$ cat config.mk
export PLATFORM = sky130hd
export DESIGN_NAME = decode_stage
export DESIGN_NICKNAME = d
export VERILOG_FILES = /design/src/hdl/rv_decode_pkg.sv /design/src/hdl/decode_stage.sv /design/src/hdl/hazard_unit.sv /design/src/hdl/op_decoder.sv /design/src/hdl/operand_select.sv
export SDC_FILE = /design/constraint.sdc
export NUM_CORES = 1
export LEC_CHECK = 0
export ABC_AREA = 1
export CAP_MARGIN = 20
export CORE_ASPECT_RATIO = 0.9
export CORE_MARGIN = 2
export CORE_UTILIZATION = 40
export DETAILED_ROUTE_END_ITERATION = 12
export DONT_BUFFER_PORTS = 1
export GPL_TIMING_DRIVEN = 1
export PLACE_DENSITY_LB_ADDON = 0.1
export SLEW_MARGIN = 25
export SYNTH_ARGS = -nofsm -noshare
export SYNTH_HDL_FRONTEND = slang
export SYNTH_HIERARCHICAL = 1
export SYNTH_SLANG_ARGS = --single-unit
$ cat constraint.sdc
create_clock -name clk -period 5 [get_ports clk]
set_clock_uncertainty 0.15 [all_clocks]
set_input_delay 0.75 -clock clk [delete_from_list [all_inputs] [get_ports clk]]
set_output_delay 0.75 -clock clk [all_outputs]
set_load 0.01 [all_outputs]
$ cat src/hdl/rv_decode_pkg.sv
package rv_decode_pkg;

    // Datapath and register index widths
    localparam int xlen       = 32;
    localparam int reg_addr_w = 5;

    ////////////////////////////////////////
    // Operations
    ////////////////////////////////////////

    // op_nop covers the bubble and FENCE
    typedef enum logic [5:0] {
        op_nop,
        op_lui,
        op_add,
        op_sub,
        op_sll,
        op_slt,
        op_sltu,
        op_xor,
        op_srl,
        op_sra,
        op_or,
        op_and,
        op_jal,
        op_jalr,
        op_beq,
        op_bne,
        op_blt,
        op_bge,
        op_bltu,
        op_bgeu,
        op_lb,
        op_lh,
        op_lw,
        op_lbu,
        op_lhu,
        op_sb,
        op_sh,
        op_sw,
        op_invalid
    } op_e;

    ////////////////////////////////////////
    // Instruction formats
    ////////////////////////////////////////

    typedef enum logic [2:0] {
        r_type,
        i_type,
        s_type,
        b_type,
        u_type,
        j_type
    } format_e;

    // Major opcodes, bits 6 to 0
    localparam logic [6:0] opc_lui      = 7'b0110111;
    localparam logic [6:0] opc_auipc    = 7'b0010111;
    localparam logic [6:0] opc_jal      = 7'b1101111;
    localparam logic [6:0] opc_jalr     = 7'b1100111;
    localparam logic [6:0] opc_branch   = 7'b1100011;
    localparam logic [6:0] opc_load     = 7'b0000011;
    localparam logic [6:0] opc_store    = 7'b0100011;
    localparam logic [6:0] opc_op_imm   = 7'b0010011;
    localparam logic [6:0] opc_op       = 7'b0110011;
    localparam logic [6:0] opc_misc_mem = 7'b0001111;

endpackage

$ cat src/hdl/decode_stage.sv
`timescale 1ns/100ps

module decode_stage
    import rv_decode_pkg::*;
(
    input  logic                  clk,
    input  logic                  reset,
    input  logic                  enable_i,
    input  logic [xlen-1:0]       instr_i,
    input  logic [xlen-1:0]       pc_i,
    input  logic [xlen-1:0]       rs1_data_i,
    input  logic [xlen-1:0]       rs2_data_i,
    output logic [reg_addr_w-1:0] rs1_o,
    output logic [reg_addr_w-1:0] rs2_o,
    output logic                  hazard_o,
    output op_e                   op_o,
    output logic [xlen-1:0]       operand1_o,
    output logic [xlen-1:0]       operand2_o,
    output logic [xlen-1:0]       operand3_o,
    output logic [xlen-1:0]       pc_o,
    output logic [xlen-1:0]       instr_o,
    output logic [reg_addr_w-1:0] rd_o,
    output logic                  exc_illegal_o,
    output logic                  exc_misaligned_o
);

    logic [xlen-1:0]       cur_instr;
    format_e               fmt;
    op_e                   op;
    logic                  illegal;
    logic                  misaligned;
    logic                  hazard;
    logic [reg_addr_w-1:0] locked_rd;
    logic [xlen-1:0]       operand1;
    logic [xlen-1:0]       operand2;
    logic [xlen-1:0]       operand3;

    hazard_unit hazard_unit_inst (
        .clk         (clk),
        .reset       (reset),
        .enable_i    (enable_i),
        .instr_i     (instr_i),
        .fmt_i       (fmt),
        .cur_instr_o (cur_instr),
        .hazard_o    (hazard),
        .locked_rd_o (locked_rd)
    );

    op_decoder op_decoder_inst (
        .instr_i   (cur_instr),
        .op_o      (op),
        .fmt_o     (fmt),
        .illegal_o (illegal)
    );

    operand_select operand_select_inst (
        .instr_i    (cur_instr),
        .fmt_i      (fmt),
        .pc_i       (pc_i),
        .rs1_data_i (rs1_data_i),
        .rs2_data_i (rs2_data_i),
        .operand1_o (operand1),
        .operand2_o (operand2),
        .operand3_o (operand3)
    );

    // Register file read addresses
    assign rs1_o = cur_instr[19:15];
    assign rs2_o = cur_instr[24:20];

    assign hazard_o   = hazard;
    assign misaligned = (pc_i[1:0] != 2'b00);

    // Lock loads on the same edge as the outputs, so rd matches op_o
    assign rd_o = locked_rd;

    ////////////////////////////////////////
    // Stage output register
    ////////////////////////////////////////

    always_ff @(posedge clk) begin
        if (reset || hazard) begin
            // Idle values double as the bubble
            op_o             <= op_nop;
            operand1_o       <= '0;
            operand2_o       <= '0;
            operand3_o       <= '0;
            pc_o             <= '0;
            instr_o          <= '0;
            exc_illegal_o    <= 1'b0;
            exc_misaligned_o <= 1'b0;
        end else if (enable_i) begin
            op_o             <= op;
            operand1_o       <= operand1;
            operand2_o       <= operand2;
            operand3_o       <= operand3;
            pc_o             <= pc_i;
            instr_o          <= cur_instr;
            exc_illegal_o    <= illegal;
            exc_misaligned_o <= misaligned;
        end
    end

endmodule

$ cat src/hdl/hazard_unit.sv
`timescale 1ns/100ps

module hazard_unit
    import rv_decode_pkg::*;
(
    input  logic                  clk,
    input  logic                  reset,
    input  logic                  enable_i,
    input  logic [xlen-1:0]       instr_i,
    input  format_e               fmt_i,
    output logic [xlen-1:0]       cur_instr_o,
    output logic                  hazard_o,
    output logic [reg_addr_w-1:0] locked_rd_o
);

    logic [xlen-1:0]       last_instr;
    logic                  last_hazard;
    logic                  last_stall;
    logic                  locked_store;
    logic [reg_addr_w-1:0] rs1;
    logic [reg_addr_w-1:0] rs2;
    logic                  use_rs1;
    logic                  use_rs2;
    logic                  writes_rd;
    logic                  is_load;
    logic                  is_store;

    ////////////////////////////////////////
    // Replay of the held instruction
    ////////////////////////////////////////

    always_ff @(posedge clk) begin
        last_instr <= cur_instr_o;
        if (reset) begin
            last_hazard <= 1'b0;
            last_stall  <= 1'b0;
        end else begin
            last_hazard <= hazard_o;
            last_stall  <= ~enable_i;
        end
    end

    assign cur_instr_o = (last_hazard | last_stall) ? last_instr : instr_i;

    assign rs1      = cur_instr_o[19:15];
    assign rs2      = cur_instr_o[24:20];
    assign is_load  = (cur_instr_o[6:0] == opc_load);
    assign is_store = (cur_instr_o[6:0] == opc_store);

    // S and B carry immediate bits where rd would be
    assign writes_rd = (fmt_i != s_type) && (fmt_i != b_type);
    assign use_rs1   = (fmt_i != u_type) && (fmt_i != j_type);
    assign use_rs2   = (fmt_i == r_type) || (fmt_i == s_type) || (fmt_i == b_type);

    ////////////////////////////////////////
    // One-deep register and memory lock
    ////////////////////////////////////////

    always_ff @(posedge clk) begin
        if (reset || hazard_o) begin
            locked_rd_o  <= '0;
            locked_store <= 1'b0;
        end else if (enable_i) begin
            locked_rd_o  <= writes_rd ? cur_instr_o[11:7] : '0;
            locked_store <= is_store;
        end
    end

    // x0 never locks anything
    assign hazard_o = enable_i & (
        (use_rs1 && rs1 == locked_rd_o && locked_rd_o != '0) ||
        (use_rs2 && rs2 == locked_rd_o && locked_rd_o != '0) ||
        (is_load && locked_store));

endmodule

$ cat src/hdl/op_decoder.sv
`timescale 1ns/100ps

module op_decoder
    import rv_decode_pkg::*;
(
    input  logic [xlen-1:0] instr_i,
    output op_e             op_o,
    output format_e         fmt_o,
    output logic            illegal_o
);

    logic [6:0] opcode;
    logic [2:0] funct3;
    logic [6:0] funct7;

    op_e dec_branch;
    op_e dec_load;
    op_e dec_store;
    op_e dec_op_imm;
    op_e dec_op;
    op_e dec_misc_mem;

    assign opcode = instr_i[6:0];
    assign funct3 = instr_i[14:12];
    assign funct7 = instr_i[31:25];

    ////////////////////////////////////////
    // Sub-tables per major opcode
    ////////////////////////////////////////

    always_comb begin
        case (funct3)
            3'b000:  dec_branch = op_beq;
            3'b001:  dec_branch = op_bne;
            3'b100:  dec_branch = op_blt;
            3'b101:  dec_branch = op_bge;
            3'b110:  dec_branch = op_bltu;
            3'b111:  dec_branch = op_bgeu;
            default: dec_branch = op_invalid;
        endcase
    end

    always_comb begin
        case (funct3)
            3'b000:  dec_load = op_lb;
            3'b001:  dec_load = op_lh;
            3'b010:  dec_load = op_lw;
            3'b100:  dec_load = op_lbu;
            3'b101:  dec_load = op_lhu;
            default: dec_load = op_invalid;
        endcase
    end

    always_comb begin
        case (funct3)
            3'b000:  dec_store = op_sb;
            3'b001:  dec_store = op_sh;
            3'b010:  dec_store = op_sw;
            default: dec_store = op_invalid;
        endcase
    end

    // Shift immediates still need a clean funct7
    always_comb begin
        case ({funct7, funct3}) inside
            10'b???????000: dec_op_imm = op_add;
            10'b0000000001: dec_op_imm = op_sll;
            10'b???????010: dec_op_imm = op_slt;
            10'b???????011: dec_op_imm = op_sltu;
            10'b???????100: dec_op_imm = op_xor;
            10'b0000000101: dec_op_imm = op_srl;
            10'b0100000101: dec_op_imm = op_sra;
            10'b???????110: dec_op_imm = op_or;
            10'b???????111: dec_op_imm = op_and;
            default:        dec_op_imm = op_invalid;
        endcase
    end

    // Multiply/divide (funct7 0000001) falls through to invalid
    always_comb begin
        case ({funct7, funct3})
            10'b0000000000: dec_op = op_add;
            10'b0100000000: dec_op = op_sub;
            10'b0000000001: dec_op = op_sll;
            10'b0000000010: dec_op = op_slt;
            10'b0000000011: dec_op = op_sltu;
            10'b0000000100: dec_op = op_xor;
            10'b0000000101: dec_op = op_srl;
            10'b0100000101: dec_op = op_sra;
            10'b0000000110: dec_op = op_or;
            10'b0000000111: dec_op = op_and;
            default:        dec_op = op_invalid;
        endcase
    end

    // FENCE only
    assign dec_misc_mem = (funct3 == 3'b000) ? op_nop : op_invalid;

    ////////////////////////////////////////
    // Major opcode
    ////////////////////////////////////////

    always_comb begin
        case (opcode)
            opc_lui:      op_o = op_lui;
            opc_auipc:    op_o = op_add;
            opc_jal:      op_o = op_jal;
            opc_jalr:     op_o = op_jalr;
            opc_branch:   op_o = dec_branch;
            opc_load:     op_o = dec_load;
            opc_store:    op_o = dec_store;
            opc_op_imm:   op_o = dec_op_imm;
            opc_op:       op_o = dec_op;
            opc_misc_mem: op_o = dec_misc_mem;
            // SYSTEM and anything unlisted
            default:      op_o = op_invalid;
        endcase
    end

    assign illegal_o = (op_o == op_invalid);

    // Format from opcode bits 6 to 2, R for everything else
    always_comb begin
        case (opcode[6:2])
            opc_jalr[6:2], opc_load[6:2], opc_op_imm[6:2]: fmt_o = i_type;
            opc_store[6:2]:                                fmt_o = s_type;
            opc_branch[6:2]:                               fmt_o = b_type;
            opc_lui[6:2], opc_auipc[6:2]:                  fmt_o = u_type;
            opc_jal[6:2]:                                  fmt_o = j_type;
            default:                                       fmt_o = r_type;
        endcase
    end

endmodule

$ cat src/hdl/operand_select.sv
`timescale 1ns/100ps

module operand_select
    import rv_decode_pkg::*;
(
    input  logic [xlen-1:0] instr_i,
    input  format_e         fmt_i,
    input  logic [xlen-1:0] pc_i,
    input  logic [xlen-1:0] rs1_data_i,
    input  logic [xlen-1:0] rs2_data_i,
    output logic [xlen-1:0] operand1_o,
    output logic [xlen-1:0] operand2_o,
    output logic [xlen-1:0] operand3_o
);

    logic [xlen-1:0] imm_i;
    logic [xlen-1:0] imm_s;
    logic [xlen-1:0] imm_b;
    logic [xlen-1:0] imm_u;
    logic [xlen-1:0] imm_j;
    logic [xlen-1:0] imm;

    ////////////////////////////////////////
    // Immediates
    ////////////////////////////////////////

    assign imm_i = {{21{instr_i[31]}}, instr_i[30:20]};
    assign imm_s = {{21{instr_i[31]}}, instr_i[30:25], instr_i[11:7]};
    assign imm_b = {{20{instr_i[31]}}, instr_i[7], instr_i[30:25],
                    instr_i[11:8], 1'b0};
    assign imm_u = {instr_i[31:12], 12'b0};
    assign imm_j = {{12{instr_i[31]}}, instr_i[19:12], instr_i[20],
                    instr_i[30:21], 1'b0};

    always_comb begin
        case (fmt_i)
            i_type:  imm = imm_i;
            s_type:  imm = imm_s;
            b_type:  imm = imm_b;
            u_type:  imm = imm_u;
            j_type:  imm = imm_j;
            // R has no immediate
            default: imm = '0;
        endcase
    end

    ////////////////////////////////////////
    // Operand routing
    ////////////////////////////////////////

    always_comb begin
        operand1_o = rs1_data_i;
        operand2_o = imm;
        operand3_o = imm;
        case (fmt_i)
            u_type, j_type: begin
                operand1_o = pc_i;
            end
            r_type, b_type: begin
                operand2_o = rs2_data_i;
            end
            // Store data goes out on the third operand
            s_type: begin
                operand3_o = rs2_data_i;
            end
            // I keeps rs1, imm, imm
            default: ;
        endcase
    end

endmodule

## Word level (Yosys, flattened, before mapping)

Memory sizes are Yosys's and may differ from the RTL's.
Index checks and enable logic that the tools add are counted.
Widths: inputs -> output; s select.

- Shift-type cells: 0
- Reduce and logical (&&, ||, !) cells: 19
- Equal/unequal tests: 38
- Bitwise logic cells: 3
- Muxes and demuxes: 21
- Multipliers: 0
- Divide/modulo/power cells: 0
- Order comparisons: 0
- Add/sub/neg operators: 0

Operator list:

| kind | count |
|---|---|
| $pmux 32 s5 | 1 |
| $mux 32 | 4 |
| $pmux 6 s10 | 1 |
| $pmux 5 s10 | 1 |
| $mux 6 | 8 |
| $eq 10x3->1 const B | 4 |
| $pmux 5 s6 | 1 |
| $eq 7x6->1 const B | 3 |
| $eq 7x7->1 const B | 3 |
| $eq 10x2->1 const B | 2 |
| $eq 10x9->1 const B | 2 |
| $pmux 4 s5 | 1 |
| $eq 3x3->1 const B | 6 |
| $mux 5 | 3 |
| $eq 7x5->1 const B | 2 |
| $eq 3x2->1 const B | 4 |
| $eq 10x1->1 const B | 1 |
| $eq 5x5->1 | 2 |
| $logic_not 10->1 | 1 |
| $pmux 3 s3 | 1 |
| $eq 7x2->1 const B | 1 |
| $eq 7x4->1 const B | 1 |
| $logic_and 1x1->1 | 7 |
| $eq 3x1->1 const B | 2 |
| 11 further kinds | 19 |

- Bits of input ports: 131
- Memory bits (writable): 0
- Word-level logic and storage cells: 95
- Register bits after elaboration: 208
- Memories kept: 1
- Latch bits: 0
- Bits in read-only memories: 96
- Output and inout bits: 184

Memory list:

| memory | words | width | rd ports | clocked after Yosys merged registers in | wr ports | RTL line | source |
|---|---|---|---|---|---|---|---|
| (no name shown) | 32 | 3 | 1 | 0 | 0 | op_decoder.sv:124 | `case (opcode[6:2])` |

## Longest topological paths before layout

Gate-level depths: netlist of the first run.

- Depth after elaboration: 14
- Gate-level depth with buffers: 22
- Mapped depth without buffers: 19

## By module

The synthesis of the first run kept the hierarchy.

Modules (own cells, without submodules):

| module | sequential area each (um^2) | times used | area each (um^2) | cells each |
|---|---|---|---|---|
| decode_stage | 3363.2 | 1 | 6231.0 | 732 |
| hazard_unit | 800.8 | 1 | 1724.2 | 244 |
| operand_select | 0.0 | 1 | 1680.4 | 313 |
| op_decoder | 0.0 | 1 | 780.7 | 161 |

## Worst setup path before layout of the first run

No wires, ideal clock.

- Path kind: input -> register
- Start: input port instr_i[6]
- End: register instr_o[29]
- Buffers on the path: 3
- Stages: 18
- Required time: 4.784 ns
- Library setup time: 0.066 ns
- Setup slack: 1.451 ns
- Data arrival time: 3.333 ns
- Path through: or2_1 -> o21ai_0 -> inv_1 -> inv_2 -> nand2_1 -> o21ai_0 -> a21oi_1 -> nand2_1 -> nor2_1 -> nand4_1 -> nand3_2 -> nand2_4 -> inv_1 -> or2_1 -> buf_6 -> buf_6 -> buf_6 -> a21oi_2

- Word-level cells in the longest chain between the ends: 11
- Elaborated cells between the ends (all ways): 20
- Those cells by class: eq/ne (5); mux (1); bitwise (1); reduce/logical (12); memory (1)

Ends and longest elaborated chain:

| what | RTL line | source |
|---|---|---|
| from (decl) | decode_stage.sv:9 | `input logic [xlen-1:0] instr_i,` |
| $mux 32 * | hazard_unit.sv:43 | `assign cur_instr_o = (last_hazard \| last_stall) ? last_instr : instr_i;` |
| net cur_instr[6] | decode_stage.sv:27 | `logic [xlen-1:0] cur_instr;` |
| $mem_v2 32x3 * | - |  |
| net fmt[0] | decode_stage.sv:28 | `format_e fmt;` |
| $eq 3x2->1 / $logic_not 3->1 (equally long branches) | hazard_unit.sv:53 | `assign use_rs2 = (fmt_i == r_type) \|\| (fmt_i == s_type) \|\| (fmt_i == b_type);` |
| $logic_or 1x1->1 (2 in a row) | hazard_unit.sv:53 |  |
| $logic_and 1x1->1 (2 in a row) | hazard_unit.sv:72 | `(use_rs2 && rs2 == locked_rd_o && locked_rd_o != '0) \|\|` |
| $logic_or 1x1->1 * | hazard_unit.sv:71 | `(use_rs1 && rs1 == locked_rd_o && locked_rd_o != '0) \|\|` |
| $logic_or 1x1->1 * | hazard_unit.sv:72 |  |
| $and 1x1->1 * | hazard_unit.sv:70 | `assign hazard_o = enable_i & (` |
| net hazard_o | decode_stage.sv:15 | `output logic hazard_o,` |
| $logic_or 1x1->1 * | decode_stage.sv:82 | `if (reset \|\| hazard) begin` |
| to (signal assigned) | decode_stage.sv:98 | `instr_o <= cur_instr;` |
| to (decl) | decode_stage.sv:21 | `output logic [xlen-1:0] instr_o,` |

The timed path passes the listed nets; every way through them passes the cells marked *.
A chain may end at the register's enable or synchronous reset.

## Worst setup path in the final report of the first run

- Start: register hazard_unit_inst.last_stall
- End: output port hazard_o

- Word-level cells in the longest chain between the ends: 11
- Elaborated cells between the ends (all ways): 22
- Those cells by class: eq/ne (7); mux (1); bitwise (2); reduce/logical (11); memory (1)

Ends and longest elaborated chain:

| what | RTL line | source |
|---|---|---|
| from (decl) | hazard_unit.sv:18 | `logic last_stall;` |
| from (signal assigned) | hazard_unit.sv:39 | `last_stall <= ~enable_i;` |
| $or 1x1->1 * | hazard_unit.sv:43 |  |
| $mux 32 * | hazard_unit.sv:43 |  |
| net cur_instr[5] | decode_stage.sv:27 |  |
| $mem_v2 32x3 * | - |  |
| net fmt[0] | decode_stage.sv:28 |  |
| $eq 3x2->1 / $logic_not 3->1 (equally long branches) | hazard_unit.sv:53 |  |
| $logic_or 1x1->1 (2 in a row) | hazard_unit.sv:53 |  |
| $logic_and 1x1->1 (2 in a row) | hazard_unit.sv:72 |  |
| $logic_or 1x1->1 * | hazard_unit.sv:71 |  |
| $logic_or 1x1->1 * | hazard_unit.sv:72 |  |
| $and 1x1->1 * | hazard_unit.sv:70 |  |
| to (decl) | decode_stage.sv:15 |  |

Marked as above.

==> results.sh, run 1 <==
export IMPL_outcome="complete, no violations"
export IMPL_synthesis_area_um2=10420
export IMPL_setup_viol=0
export IMPL_dp_hpwl_um=22570
export IMPL_antenna_found_initial=0
export IMPL_grt_max_degree=175
export IMPL_final_period_utilization_pct=87.18
export IMPL_initial_core_util_pct=40.29
export IMPL_die_area_um2=27350
export IMPL_syn_num_nets=1582
export IMPL_ys_seq_area_share_pct=39.98
export IMPL_gp_congestion=0.8711
export IMPL_synth_distinct_cells=35
export IMPL_drt_first_pass_iters=5
export IMPL_clk_latency_ns=0.52
export IMPL_cts_htree_levels=1
export IMPL_ioPinCount=315
export IMPL_cts_inserted_buffers=25
export IMPL_die_x_um=174.1
export IMPL_diodes=0
export IMPL_cts_hold_buffers=0
export IMPL_use_met3_pct=5.024
export IMPL_crit_type="flop to output port"
export IMPL_cts_root_buffer="clkbuf_16"
export IMPL_core_area_um2=25850
export IMPL_fin_nets=1533
export IMPL_fmax_ghz=0.2294
export IMPL_postPlaceCellArea_um2=10420
export IMPL_grt_pass1_wl_um=48500
export IMPL_p_leak_uw=0.004609
export IMPL_critPathCaptureType="output port"
export IMPL_postRouteAntennaNets=0
export IMPL_ys_ff_latch=208
export IMPL_setup_ws_ns=0.6412
export IMPL_gr_total_overflow=0
export IMPL_combPwrFrac_pct=14.0
export IMPL_fillers=2733
export IMPL_holdWs_ns=0.1465
export IMPL_p_switching_uw=1256
export IMPL_path_clk_slew_ns=0.06
export IMPL_wl_per_cell_um=18.07
export IMPL_drt_drc_violations_left=0
export IMPL_cts_tree="done"
export IMPL_avgSynthCellArea_um2=7.184
export IMPL_area_growth_pct=7.712
export IMPL_slew_headroom_pct=39.58
export IMPL_hold_viol=0
export IMPL_drive_gt1_share_pct=18.05
export IMPL_dieHeight_um=157.1
export IMPL_ctsResizeCount=0
export IMPL_post_route_min_period_ns=4.359
export IMPL_start_kind="flop"
export IMPL_slew_viol_final=0
export IMPL_finish_instance_area_um2=11220
export IMPL_grt_usage_pct=22.13
export IMPL_clock_sinks=208
export IMPL_rows=56
export IMPL_drtIter0Drc=672
export IMPL_cts_setup_buffers=0
export IMPL_grt_pass1_vias=8363
export IMPL_wl_um=31910
export IMPL_tightestPinTransition_ns=0.9052
export IMPL_grt_busiest_layer="met2"
export IMPL_place_worst_setup_slack_ns=0.7625
export IMPL_via_per_inst=5.149
export IMPL_rsz0062_at_grt="false"
export IMPL_hold_class="input port to flop"
export IMPL_cap_viol_max_count=0
export IMPL_clk_path_buf_depth=3
export IMPL_path_max_fanout=20
export IMPL_p_int_uw=3010
export IMPL_ir_worst_vdd_v=0.0002317
export IMPL_swShare_pct=29.45
export IMPL_vias=9093
export IMPL_fin_setup_tns_ns=0
export IMPL_power_density_nw_per_um2=380.2
export IMPL_yosysWarnings=6
export IMPL_crit_required_ns=4.10
export IMPL_pwr_share_clk_pct=41.8
export IMPL_grt_util_met2_pct=35.21
export IMPL_grtUsageMet1_pct=30.90
export IMPL_pwr_share_seq_pct=44.2
export IMPL_synth_cells=1450
export IMPL_portBuffers=0
export IMPL_cp_data_arrival_time_ns=3.46
-- cell usage after synthesis --
master	instances	area, um2
a22oi_1	5	37.54
nand2_1	598	2245
buf_6	19	214.0
nor4_1	1	6.260
mux2_2	30	337.8
o21ai_0	31	155.2
nor2_4	5	56.30
nand2_4	6	67.56
buf_4	13	97.59
nand4_1	11	68.82
a31oi_1	1	6.260
nand3_1	92	460.4
nand2_2	17	106.4
conb_1	1	3.750
ha_1	1	12.51
nor3_1	5	25.02
or2_1	3	18.77
nand2_8	1	20.02
mux2_1	2	22.52
clkbuf_1	18	67.56
a21oi_2	100	875.8
buf_1	1	3.750
nor2_2	13	81.33
nor2_1	50	187.7
a21oi_1	73	365.4
inv_2	15	56.30
nand3_2	9	90.09
inv_1	54	202.7
o21ai_1	24	120.1
o21bai_2	1	11.26
buf_2	39	195.2
o2111ai_1	1	8.760
clkinv_2	1	5.000
dfxtp_1	208	4164
nor2_8	1	20.02
-- cell usage in the layout (no fill, tap or decap) --
cell type	instances
a22oi_1	5
a21oi_2	100
nor2_8	1
nor4_1	1
buf_4	11
clkbuf_8	3
nand3_1	92
nand2_4	6
inv_4	1
clkbuf_16	25
nor3_1	5
o21ai_1	25
o21bai_2	1
o2111ai_1	1
conb_1	1
nand2_2	17
inv_1	54
o21ai_0	30
ha_1	1
nand2_1	598
mux2_2	30
mux2_1	2
nor2_4	5
bufinv_16	2
nor2_1	50
a21oi_1	73
nand3_2	9
clkbuf_1	2
nand4_1	11
nand2_8	1
or2_1	2
dfxtp_1	208
nor2_2	13
inv_2	15
or2_4	1
buf_12	3
clkinv_2	10
clkinvlp_4	2
a31oi_1	1
-- routing by layer --
| metal | up-vias | share of wire [%] |
|---|---|---|
| met5 | - | 0 |
| met1 | 4215 | 46 |
| met4 | 0 | 1.6 |
| li1 | 4566 | - |
| met2 | 280 | 45 |
| met3 | 32 | 7.0 |
-- worst paths after layout --
kind / from / endpoint / slack [ns] / depth (start not counted)
worst max-delay path: hazard_unit_inst/last_stall$_SDFF_PP0_ / hazard_o / 0.64 / 15
worst min register to register: instr_o[21]$_SDFFE_PP0P_ / instr_o[21]$_SDFFE_PP0P_ / 0.36 / 2
worst min-delay path: reset / hazard_unit_inst/last_stall$_SDFF_PP0_ / 0.15 / 1
worst max register to register: hazard_unit_inst/last_stall$_SDFF_PP0_ / operand2_o[31]$_SDFFE_PP0P_ / 0.92 / 18
-- stage by stage --
step / total power, uW / instances / util (%)
floorplan: 2408 / 1450 / -
global placement: 2520 / 1722 / 40.30
global route: 4458 / 1766 / 43.39
detailed placement: 2522 / 1722 / 40.30
CTS: 4321 / 1766 / 43.39
finish: 4266 / 1766 / 43.39
-- worst max-delay path, stage by stage, from the launching register on --
cell and delay [ns]:
dfxtp_1 0.34, nor2_4 0.41, buf_4 0.32, nand2_1 0.07
nand2_1 0.24, nand3_2 0.18, inv_2 0.09, o21ai_0 0.07
o21ai_1 0.42, a21oi_1 0.20, nand2_1 0.12, nor2_1 0.05
nand4_1 0.11, nand3_2 0.11, nand2_4 0.11, inv_1 0.09
-- logic make-up (layout without fill, tap and decap cells) --
| logic type | Yosys count | in the layout | synth area share, % |
|---|---|---|---|
| AND/OR/NAND/NOR | 812 | 812 | 33.15 |
| other | 1 | 1 | 0.03600 |
| buffers and inverters | 160 | 128 | 8.084 |
| AO/OA/AOI/OAI | 236 | 236 | 15.17 |
| multiplexers | 32 | 32 | 3.459 |
| flip-flops | 208 | 208 | 39.98 |
| adder cells (fa/ha/maj) | 1 | 1 | 0.1201 |
-- power groups by stage --
stage	clock, uW	combinational, uW	sequential [uW]
floorplan	0	516	1890
global placement	0	595	1920
detailed placement	0	599	1920
CTS	1830	600	1890
global route	1890	672	1900
finish	1780	597	1890
-- cell type report --
type | count | area [um2] | share of cell area (%)
repair buffers | 14 | 142.6 | 1.271
flip-flops and latches | 208 | 4164 | 37.11
multi-input cells | 1082 | 5413 | 48.24
inverters | 70 | 265.3 | 2.364
clock inverters | 14 | 125.1 | 1.115
clock buffers | 30 | 674.4 | 6.011
well taps | 348 | 435.4 | 3.881
-- registers in the layout, indices dropped and copies added, names as in the netlist --
signal	cells
hazard_unit_inst/last_instr	32
instr_o	32
operand1_o	32
operand2_o	32
operand3_o	32
pc_o	32
op_o	6
hazard_unit_inst/locked_rd_o	5
exc_illegal_o	1
exc_misaligned_o	1
hazard_unit_inst/last_hazard	1
hazard_unit_inst/last_stall	1
hazard_unit_inst/locked_store	1
(Power assumes the default switching activity.)
==> run 2: changes to the inputs <==
--- a/config.mk
+++ b/config.mk
@@ -6,16 +6,15 @@
 export NUM_CORES = 1
 export LEC_CHECK = 0
 export ABC_AREA = 1
+export BUFFER_PORTS_ARGS = -buffer_cell sky130_fd_sc_hd__buf_2
 export CAP_MARGIN = 20
 export CORE_ASPECT_RATIO = 0.9
 export CORE_MARGIN = 2
 export CORE_UTILIZATION = 40
 export DETAILED_ROUTE_END_ITERATION = 12
-export DONT_BUFFER_PORTS = 1
 export GPL_TIMING_DRIVEN = 1
 export PLACE_DENSITY_LB_ADDON = 0.1
 export SLEW_MARGIN = 25
 export SYNTH_ARGS = -nofsm -noshare
 export SYNTH_HDL_FRONTEND = slang
-export SYNTH_HIERARCHICAL = 1
 export SYNTH_SLANG_ARGS = --single-unit
==> results.sh, run 2 <==
export IMPL_ys_seq_area_share_pct=42.07
export IMPL_drtIter0Drc=603
export IMPL_fin_setup_tns_ns=0
export IMPL_cap_viol_max_count=0
export IMPL_crit_type="flop to output port"
export IMPL_clock_sinks=207
export IMPL_place_worst_setup_slack_ns=1.054
export IMPL_tightestPinTransition_ns=1.022
export IMPL_crit_top_cell="inv_2"
export IMPL_cts_inserted_buffers=24
export IMPL_yosysMostFrequentCell="nand2_1"
export IMPL_holdWs_ns=0.2518
export IMPL_fin_nets=1783
export IMPL_wl_um=33490
export IMPL_synth_distinct_cells=40
export IMPL_gp_congestion=0.8842
export IMPL_setup_ws_ns=0.7338
export IMPL_synth_common_cells="nand2_1 (341), nor2_1 (232), dfxtp_1 (207), a21oi_1 (141), inv_1 (86)"
export IMPL_combPwrFrac_pct=19.2
export IMPL_final_common_cell="nand2_1"
export IMPL_crit_path_cell_trace="nor2_4 -> nand2_1 -> nand2_1 -> nand2_2 -> nor2_4 -> inv_2 -> nor2_2 -> inv_2 -> nand2_4 -> inv_2 -> buf_4 -> nand4_1 -> nand3_1 -> nand2_2 -> inv_1 -> buf_2"
export IMPL_p_switching_uw=1393
export IMPL_slew_viol_final=0
export IMPL_avgSynthCellArea_um2=7.082
export IMPL_start_kind="flop"
export IMPL_antenna_found_initial=2
export IMPL_p_int_uw=3402
export IMPL_core_area_um2=24190
export IMPL_final_period_utilization_pct=85.32
export IMPL_die_area_um2=25900
export IMPL_dieHeight_um=152.9
export IMPL_p_leak_uw=0.006120
export IMPL_clk_path_buf_depth=3
export IMPL_synth_edf_count=0
export IMPL_portBuffers=313
export IMPL_power_uw=4795
export IMPL_drt_drc_violations_left=0
export IMPL_swShare_pct=29.06
export IMPL_rsz0062_at_grt="false"
export IMPL_cts_tree="done"
export IMPL_synth_area_top_cells="dfxtp_1 (42%), nand2_1 (13%), nor2_1 (8.8%), a21oi_1 (7.2%), o21ai_0 (3.7%)"
export IMPL_final_cell_mix="nand2_1 (341), buf_2 (312), nor2_1 (231)"
export IMPL_ioPinCount=315
export IMPL_ys_ff_latch=207
export IMPL_postPlaceCellArea_um2=11360
export IMPL_pwr_share_clk_pct=41.9
export IMPL_die_x_um=169.4
export IMPL_fmax_ghz=0.2344
export IMPL_slew_headroom_pct=31.44
export IMPL_post_route_min_period_ns=4.266
export IMPL_yosysWarnings=0
export IMPL_synthFlopType="dfxtp_1"
export IMPL_cts_setup_buffers=0
export IMPL_syn_num_nets=1527
export IMPL_hold_viol=0
export IMPL_synthesis_area_um2=9851
export IMPL_power_density_nw_per_um2=390.5
export IMPL_critPathCaptureType="output port"
export IMPL_grt_pass1_vias=9164
export IMPL_ctsResizeCount=0
export IMPL_cts_root_buffer="clkbuf_16"
export IMPL_rows=54
export IMPL_setup_viol=0
export IMPL_grt_pass1_wl_um=51610
export IMPL_clk_latency_ns=0.52
export IMPL_vias=9921
export IMPL_slowest_delay_ns=0.44
export IMPL_via_per_inst=5.026
export IMPL_synth_cells=1391
export IMPL_drive_gt1_share_pct=26.73
export IMPL_cp_data_arrival_time_ns=3.37
export IMPL_cts_htree_levels=1
export IMPL_gr_total_overflow=0
export IMPL_synth_largest_area_cell="dfxtp_1"
export IMPL_yosys_area_top_type_share_pct=42.07
export IMPL_grt_usage_pct=25.04
export IMPL_cts_hold_buffers=0
export IMPL_finish_instance_area_um2=12280
export IMPL_crit_required_ns=4.10
export IMPL_path_max_fanout=44
export IMPL_drt_first_pass_iters=5
export IMPL_hold_class="input port to flop"
export IMPL_async_flop_share_pct=0
export IMPL_postRouteAntennaNets=0
export IMPL_grt_max_degree=138
export IMPL_outcome="complete, no violations"
export IMPL_dp_hpwl_um=23520
export IMPL_ir_worst_vdd_v=0.0002000
export IMPL_area_growth_pct=24.65
export IMPL_wl_per_cell_um=16.97
export IMPL_pwr_share_seq_pct=39.0
export IMPL_initial_core_util_pct=40.73
export IMPL_path_clk_slew_ns=0.06
export IMPL_cp_slowest_cell="nor2_4"
==> run 2: layout make-up <==
class                           count  area (um2)
Multi-Input combinational cell    985        4743
Inverter                           98       375.4
Timing Repair Buffer              331        1717
Tap cell                          308       385.4
Clock buffer                       30       653.1
Clock inverter                     14       259.0
Antenna cell                        1       2.502
Fill cell                        2535       11910
Sequential cell                   207        4144
==> run 2: worst max-delay path: cells and delay by family (launching register included) <==
family / cells / cell delay [ns]
buffers and inverters: 6 / 0.68
DFF: 1 / 0.35
and+or+nand+nor: 10 / 1.79
==> run 2: metal layers <==
layer / GRT usage, % / share of wire (%) / vias to the layer above
met5: 0 / 0.036 / -
met4: 5.983 / 2.3 / 2
met3: 6.214 / 7.4 / 43
met2: 39.16 / 44 / 358
met1: 34.78 / 46 / 4519
li1: - / - / 4999
==> run 2: power by group through the flow <==
stage	Clock, uW	Sequential [uW]	Combinational (uW)
3_3_place_gp	0	1900	916
6_report	2010	1870	919
5_1_grt	2110	1880	1020
2_1_floorplan	0	1940	545
3_5_place_dp	0	1900	920
4_1_cts	2040	1870	924
==> run 2: cell families (layout without fill, tap and decap cells) <==
kind of cell    Yosys count  after routing  share of synthesized area, %
compound gates          299            299                         18.48
fa+ha+maj                 5              5                        0.6351
xor+xnor                  8              8                        0.7113
other cells               1              2                       0.03807
buf+inv                 199            473                         9.945
mux                       6              6                        0.6097
simple gates            666            666                         27.51
flops                   207            207                         42.07
==> run 2: per-stage QoR <==
| step | utilization (%) | std cells |
|---|---|---|
| floorplan | - | 1391 |
| detailed placement | 46.97 | 1929 |
| finish | 50.77 | 1974 |
| global route | 50.77 | 1974 |
| global placement | 46.97 | 1929 |
| CTS | 50.74 | 1973 |
==> run 2: final timing paths <==
check | startpoint | slack (ns) | to | cells after the start
worst max register to register | hazard_unit_inst.last_stall$_SDFF_PP0_ | 1.15 | pc_o[31]$_SDFFE_PP0P_ | 14
worst max-delay path | hazard_unit_inst.last_stall$_SDFF_PP0_ | 0.73 | hazard_o | 16
worst min-delay path | reset | 0.25 | hazard_unit_inst.last_stall$_SDFF_PP0_ | 2
worst min register to register | pc_o[6]$_SDFFE_PP0P_ | 0.31 | pc_o[6]$_SDFFE_PP0P_ | 2
==> run 3: changes to the inputs <==
--- a/config.mk
+++ b/config.mk
@@ -6,13 +6,14 @@
 export NUM_CORES = 1
 export LEC_CHECK = 0
 export ABC_AREA = 1
-export BUFFER_PORTS_ARGS = -buffer_cell sky130_fd_sc_hd__buf_2
 export CAP_MARGIN = 20
 export CORE_ASPECT_RATIO = 0.9
 export CORE_MARGIN = 2
 export CORE_UTILIZATION = 40
 export DETAILED_ROUTE_END_ITERATION = 12
+export DONT_BUFFER_PORTS = 1
 export GPL_TIMING_DRIVEN = 1
+export HOLD_SLACK_MARGIN = 0.06
 export PLACE_DENSITY_LB_ADDON = 0.1
 export SLEW_MARGIN = 25
 export SYNTH_ARGS = -nofsm -noshare
==> constraint.sdc (replaced) <==
create_clock -name clk -period 5 [get_ports clk]
set_clock_uncertainty 0.15 [all_clocks]
set_input_delay 0.5 -clock clk [delete_from_list [all_inputs] [get_ports clk]]
set_output_delay 0.5 -clock clk [all_outputs]
set_load 0.01 [all_outputs]
==> results.sh, run 3 (synthesized netlist as in run 2, its figures left out) <==
export IMPL_power_density_nw_per_um2=402.5
export IMPL_die_area_um2=25900
export IMPL_crit_family="simple AND/OR/NAND/NOR gates"
export IMPL_drive_gt1_share_pct=9.233
export IMPL_place_inst=1615
export IMPL_ctsResizeCount=0
export IMPL_clk_path_buf_depth=3
export IMPL_ir_worst_vdd_v=0.0002289
export IMPL_gp_congestion=0.8630
export IMPL_rsz0062_at_grt="false"
export IMPL_slew_headroom_pct=29.64
export IMPL_crit_path_cell_trace="inv_2 -> nand2_4 -> nand2_1 -> nand2_2 -> nand2_2 -> nor2_4 -> inv_2 -> nor2_2 -> inv_2 -> nand2_4 -> inv_2 -> nand4_1 -> nand3_1 -> nand2_2 -> nand2_8 -> buf_4 -> a211oi_2"
export IMPL_setup_viol=0
export IMPL_portBuffers=0
export IMPL_place_worst_setup_slack_ns=1.272
export IMPL_grt_pass1_vias=8766
export IMPL_cp_slowest_cell="buf_4"
export IMPL_area_growth_pct=13.84
export IMPL_fin_cells=1717
export IMPL_finish_instance_area_um2=11210
export IMPL_cts_setup_buffers=0
export IMPL_crit_top_cell="inv_2"
export IMPL_crit_type="flop to flop"
export IMPL_power_uw=4513
export IMPL_final_period_utilization_pct=76.07
export IMPL_final_common_cell="nand2_1"
export IMPL_clock_sinks=207
export IMPL_postRouteAntennaNets=0
export IMPL_path_clk_slew_ns=0.06
export IMPL_fmax_ghz=0.2629
export IMPL_drt_drc_violations_left=0
export IMPL_cts_hold_buffers=58
export IMPL_post_route_min_period_ns=3.803
export IMPL_wl_per_cell_um=19.99
export IMPL_antenna_found_initial=2
export IMPL_slew_viol_final=0
export IMPL_via_per_inst=5.300
export IMPL_initial_core_util_pct=40.73
export IMPL_dp_hpwl_um=22610
export IMPL_cts_inserted_buffers=24
export IMPL_hold_class="input port to flop"
export IMPL_clk_latency_ns=0.52
export IMPL_p_leak_uw=0.004888
export IMPL_cp_data_arrival_time_ns=4.08
export IMPL_rows=54
export IMPL_dieHeight_um=152.9
export IMPL_final_cell_mix="nand2_1 (341), nor2_1 (231), dfxtp_1 (207)"
export IMPL_fin_setup_tns_ns=0
export IMPL_drtIter0Drc=578
export IMPL_grt_max_degree=110
export IMPL_fin_nets=1527
export IMPL_ioPinCount=315
export IMPL_slowest_delay_ns=0.47
export IMPL_core_area_um2=24190
export IMPL_start_kind="flop"
export IMPL_cts_tree="done"
export IMPL_cts_htree_levels=1
export IMPL_setup_ws_ns=1.197
export IMPL_crit_required_ns=5.28
export IMPL_rrSetupSlack_ns=1.20
export IMPL_grt_pass1_wl_um=52450
export IMPL_critPathCaptureType="flop"
export IMPL_die_x_um=169.4
export IMPL_grt_usage_pct=25.94
export IMPL_postPlaceCellArea_um2=9773
export IMPL_wl_um=34320
export IMPL_cts_root_buffer="clkbuf_16"
export IMPL_cp_num_buf_inv=5
export IMPL_gr_total_overflow=0
export IMPL_tightestPinTransition_ns=1.048
export IMPL_path_max_fanout=109
export IMPL_drt_first_pass_iters=5
export IMPL_cap_viol_max_count=0
export IMPL_outcome="complete, no violations"
export IMPL_vias=9100
export IMPL_hold_viol=0
## run 3: cell type report
| type | count | area [um2] |
|---|---|---|
| Antenna cell | 1 | 2.502 |
| Fill cell | 2512 | 12970 |
| Clock buffer | 35 | 723.2 |
| Clock inverter | 8 | 117.6 |
| Multi-Input combinational cell | 985 | 4743 |
| Sequential cell | 207 | 4144 |
| Inverter | 98 | 372.9 |
| Timing Repair Buffer | 75 | 725.7 |
| Tap cell | 308 | 385.4 |
## run 3: power breakdown
| group | switching (uW) | total, uW | internal, uW |
|---|---|---|---|
| Combinational | 469 | 707 | 238 |
| Clock | 694 | 1850 | 1150 |
| Sequential | 167 | 1960 | 1790 |
## run 3: final timing paths
check,from,end,cells after the start
worst max-delay path,hazard_unit_inst.last_hazard$_SDFF_PP0_,instr_o[5]$_SDFFE_PP0P_,17
worst min-delay path,rs2_data_i[31],operand3_o[31]$_SDFFE_PP0P_,2
worst max register to register,hazard_unit_inst.last_hazard$_SDFF_PP0_,instr_o[5]$_SDFFE_PP0P_,17
worst min register to register,hazard_unit_inst.last_instr[1]$_DFF_P_,hazard_unit_inst.last_instr[1]$_DFF_P_,2
## run 3: per-stage QoR
step / hold WS, ns / util, %
floorplan: 0.3016 / -
detailed placement: 0.3270 / 40.40
finish: 0.07540 / 46.36
global route: 0.06950 / 46.35
CTS: 0.06331 / 46.35
global placement: 0.3247 / 40.40
## run 3: routing by layer
layer,vias to the layer above,wire (um),track usage [%]
met2,362,14770,39.57
li1,4489,-,-
met5,-,12,0
met3,68,3529,9.555
met4,2,1281,9.442
met1,4179,14730,33.62
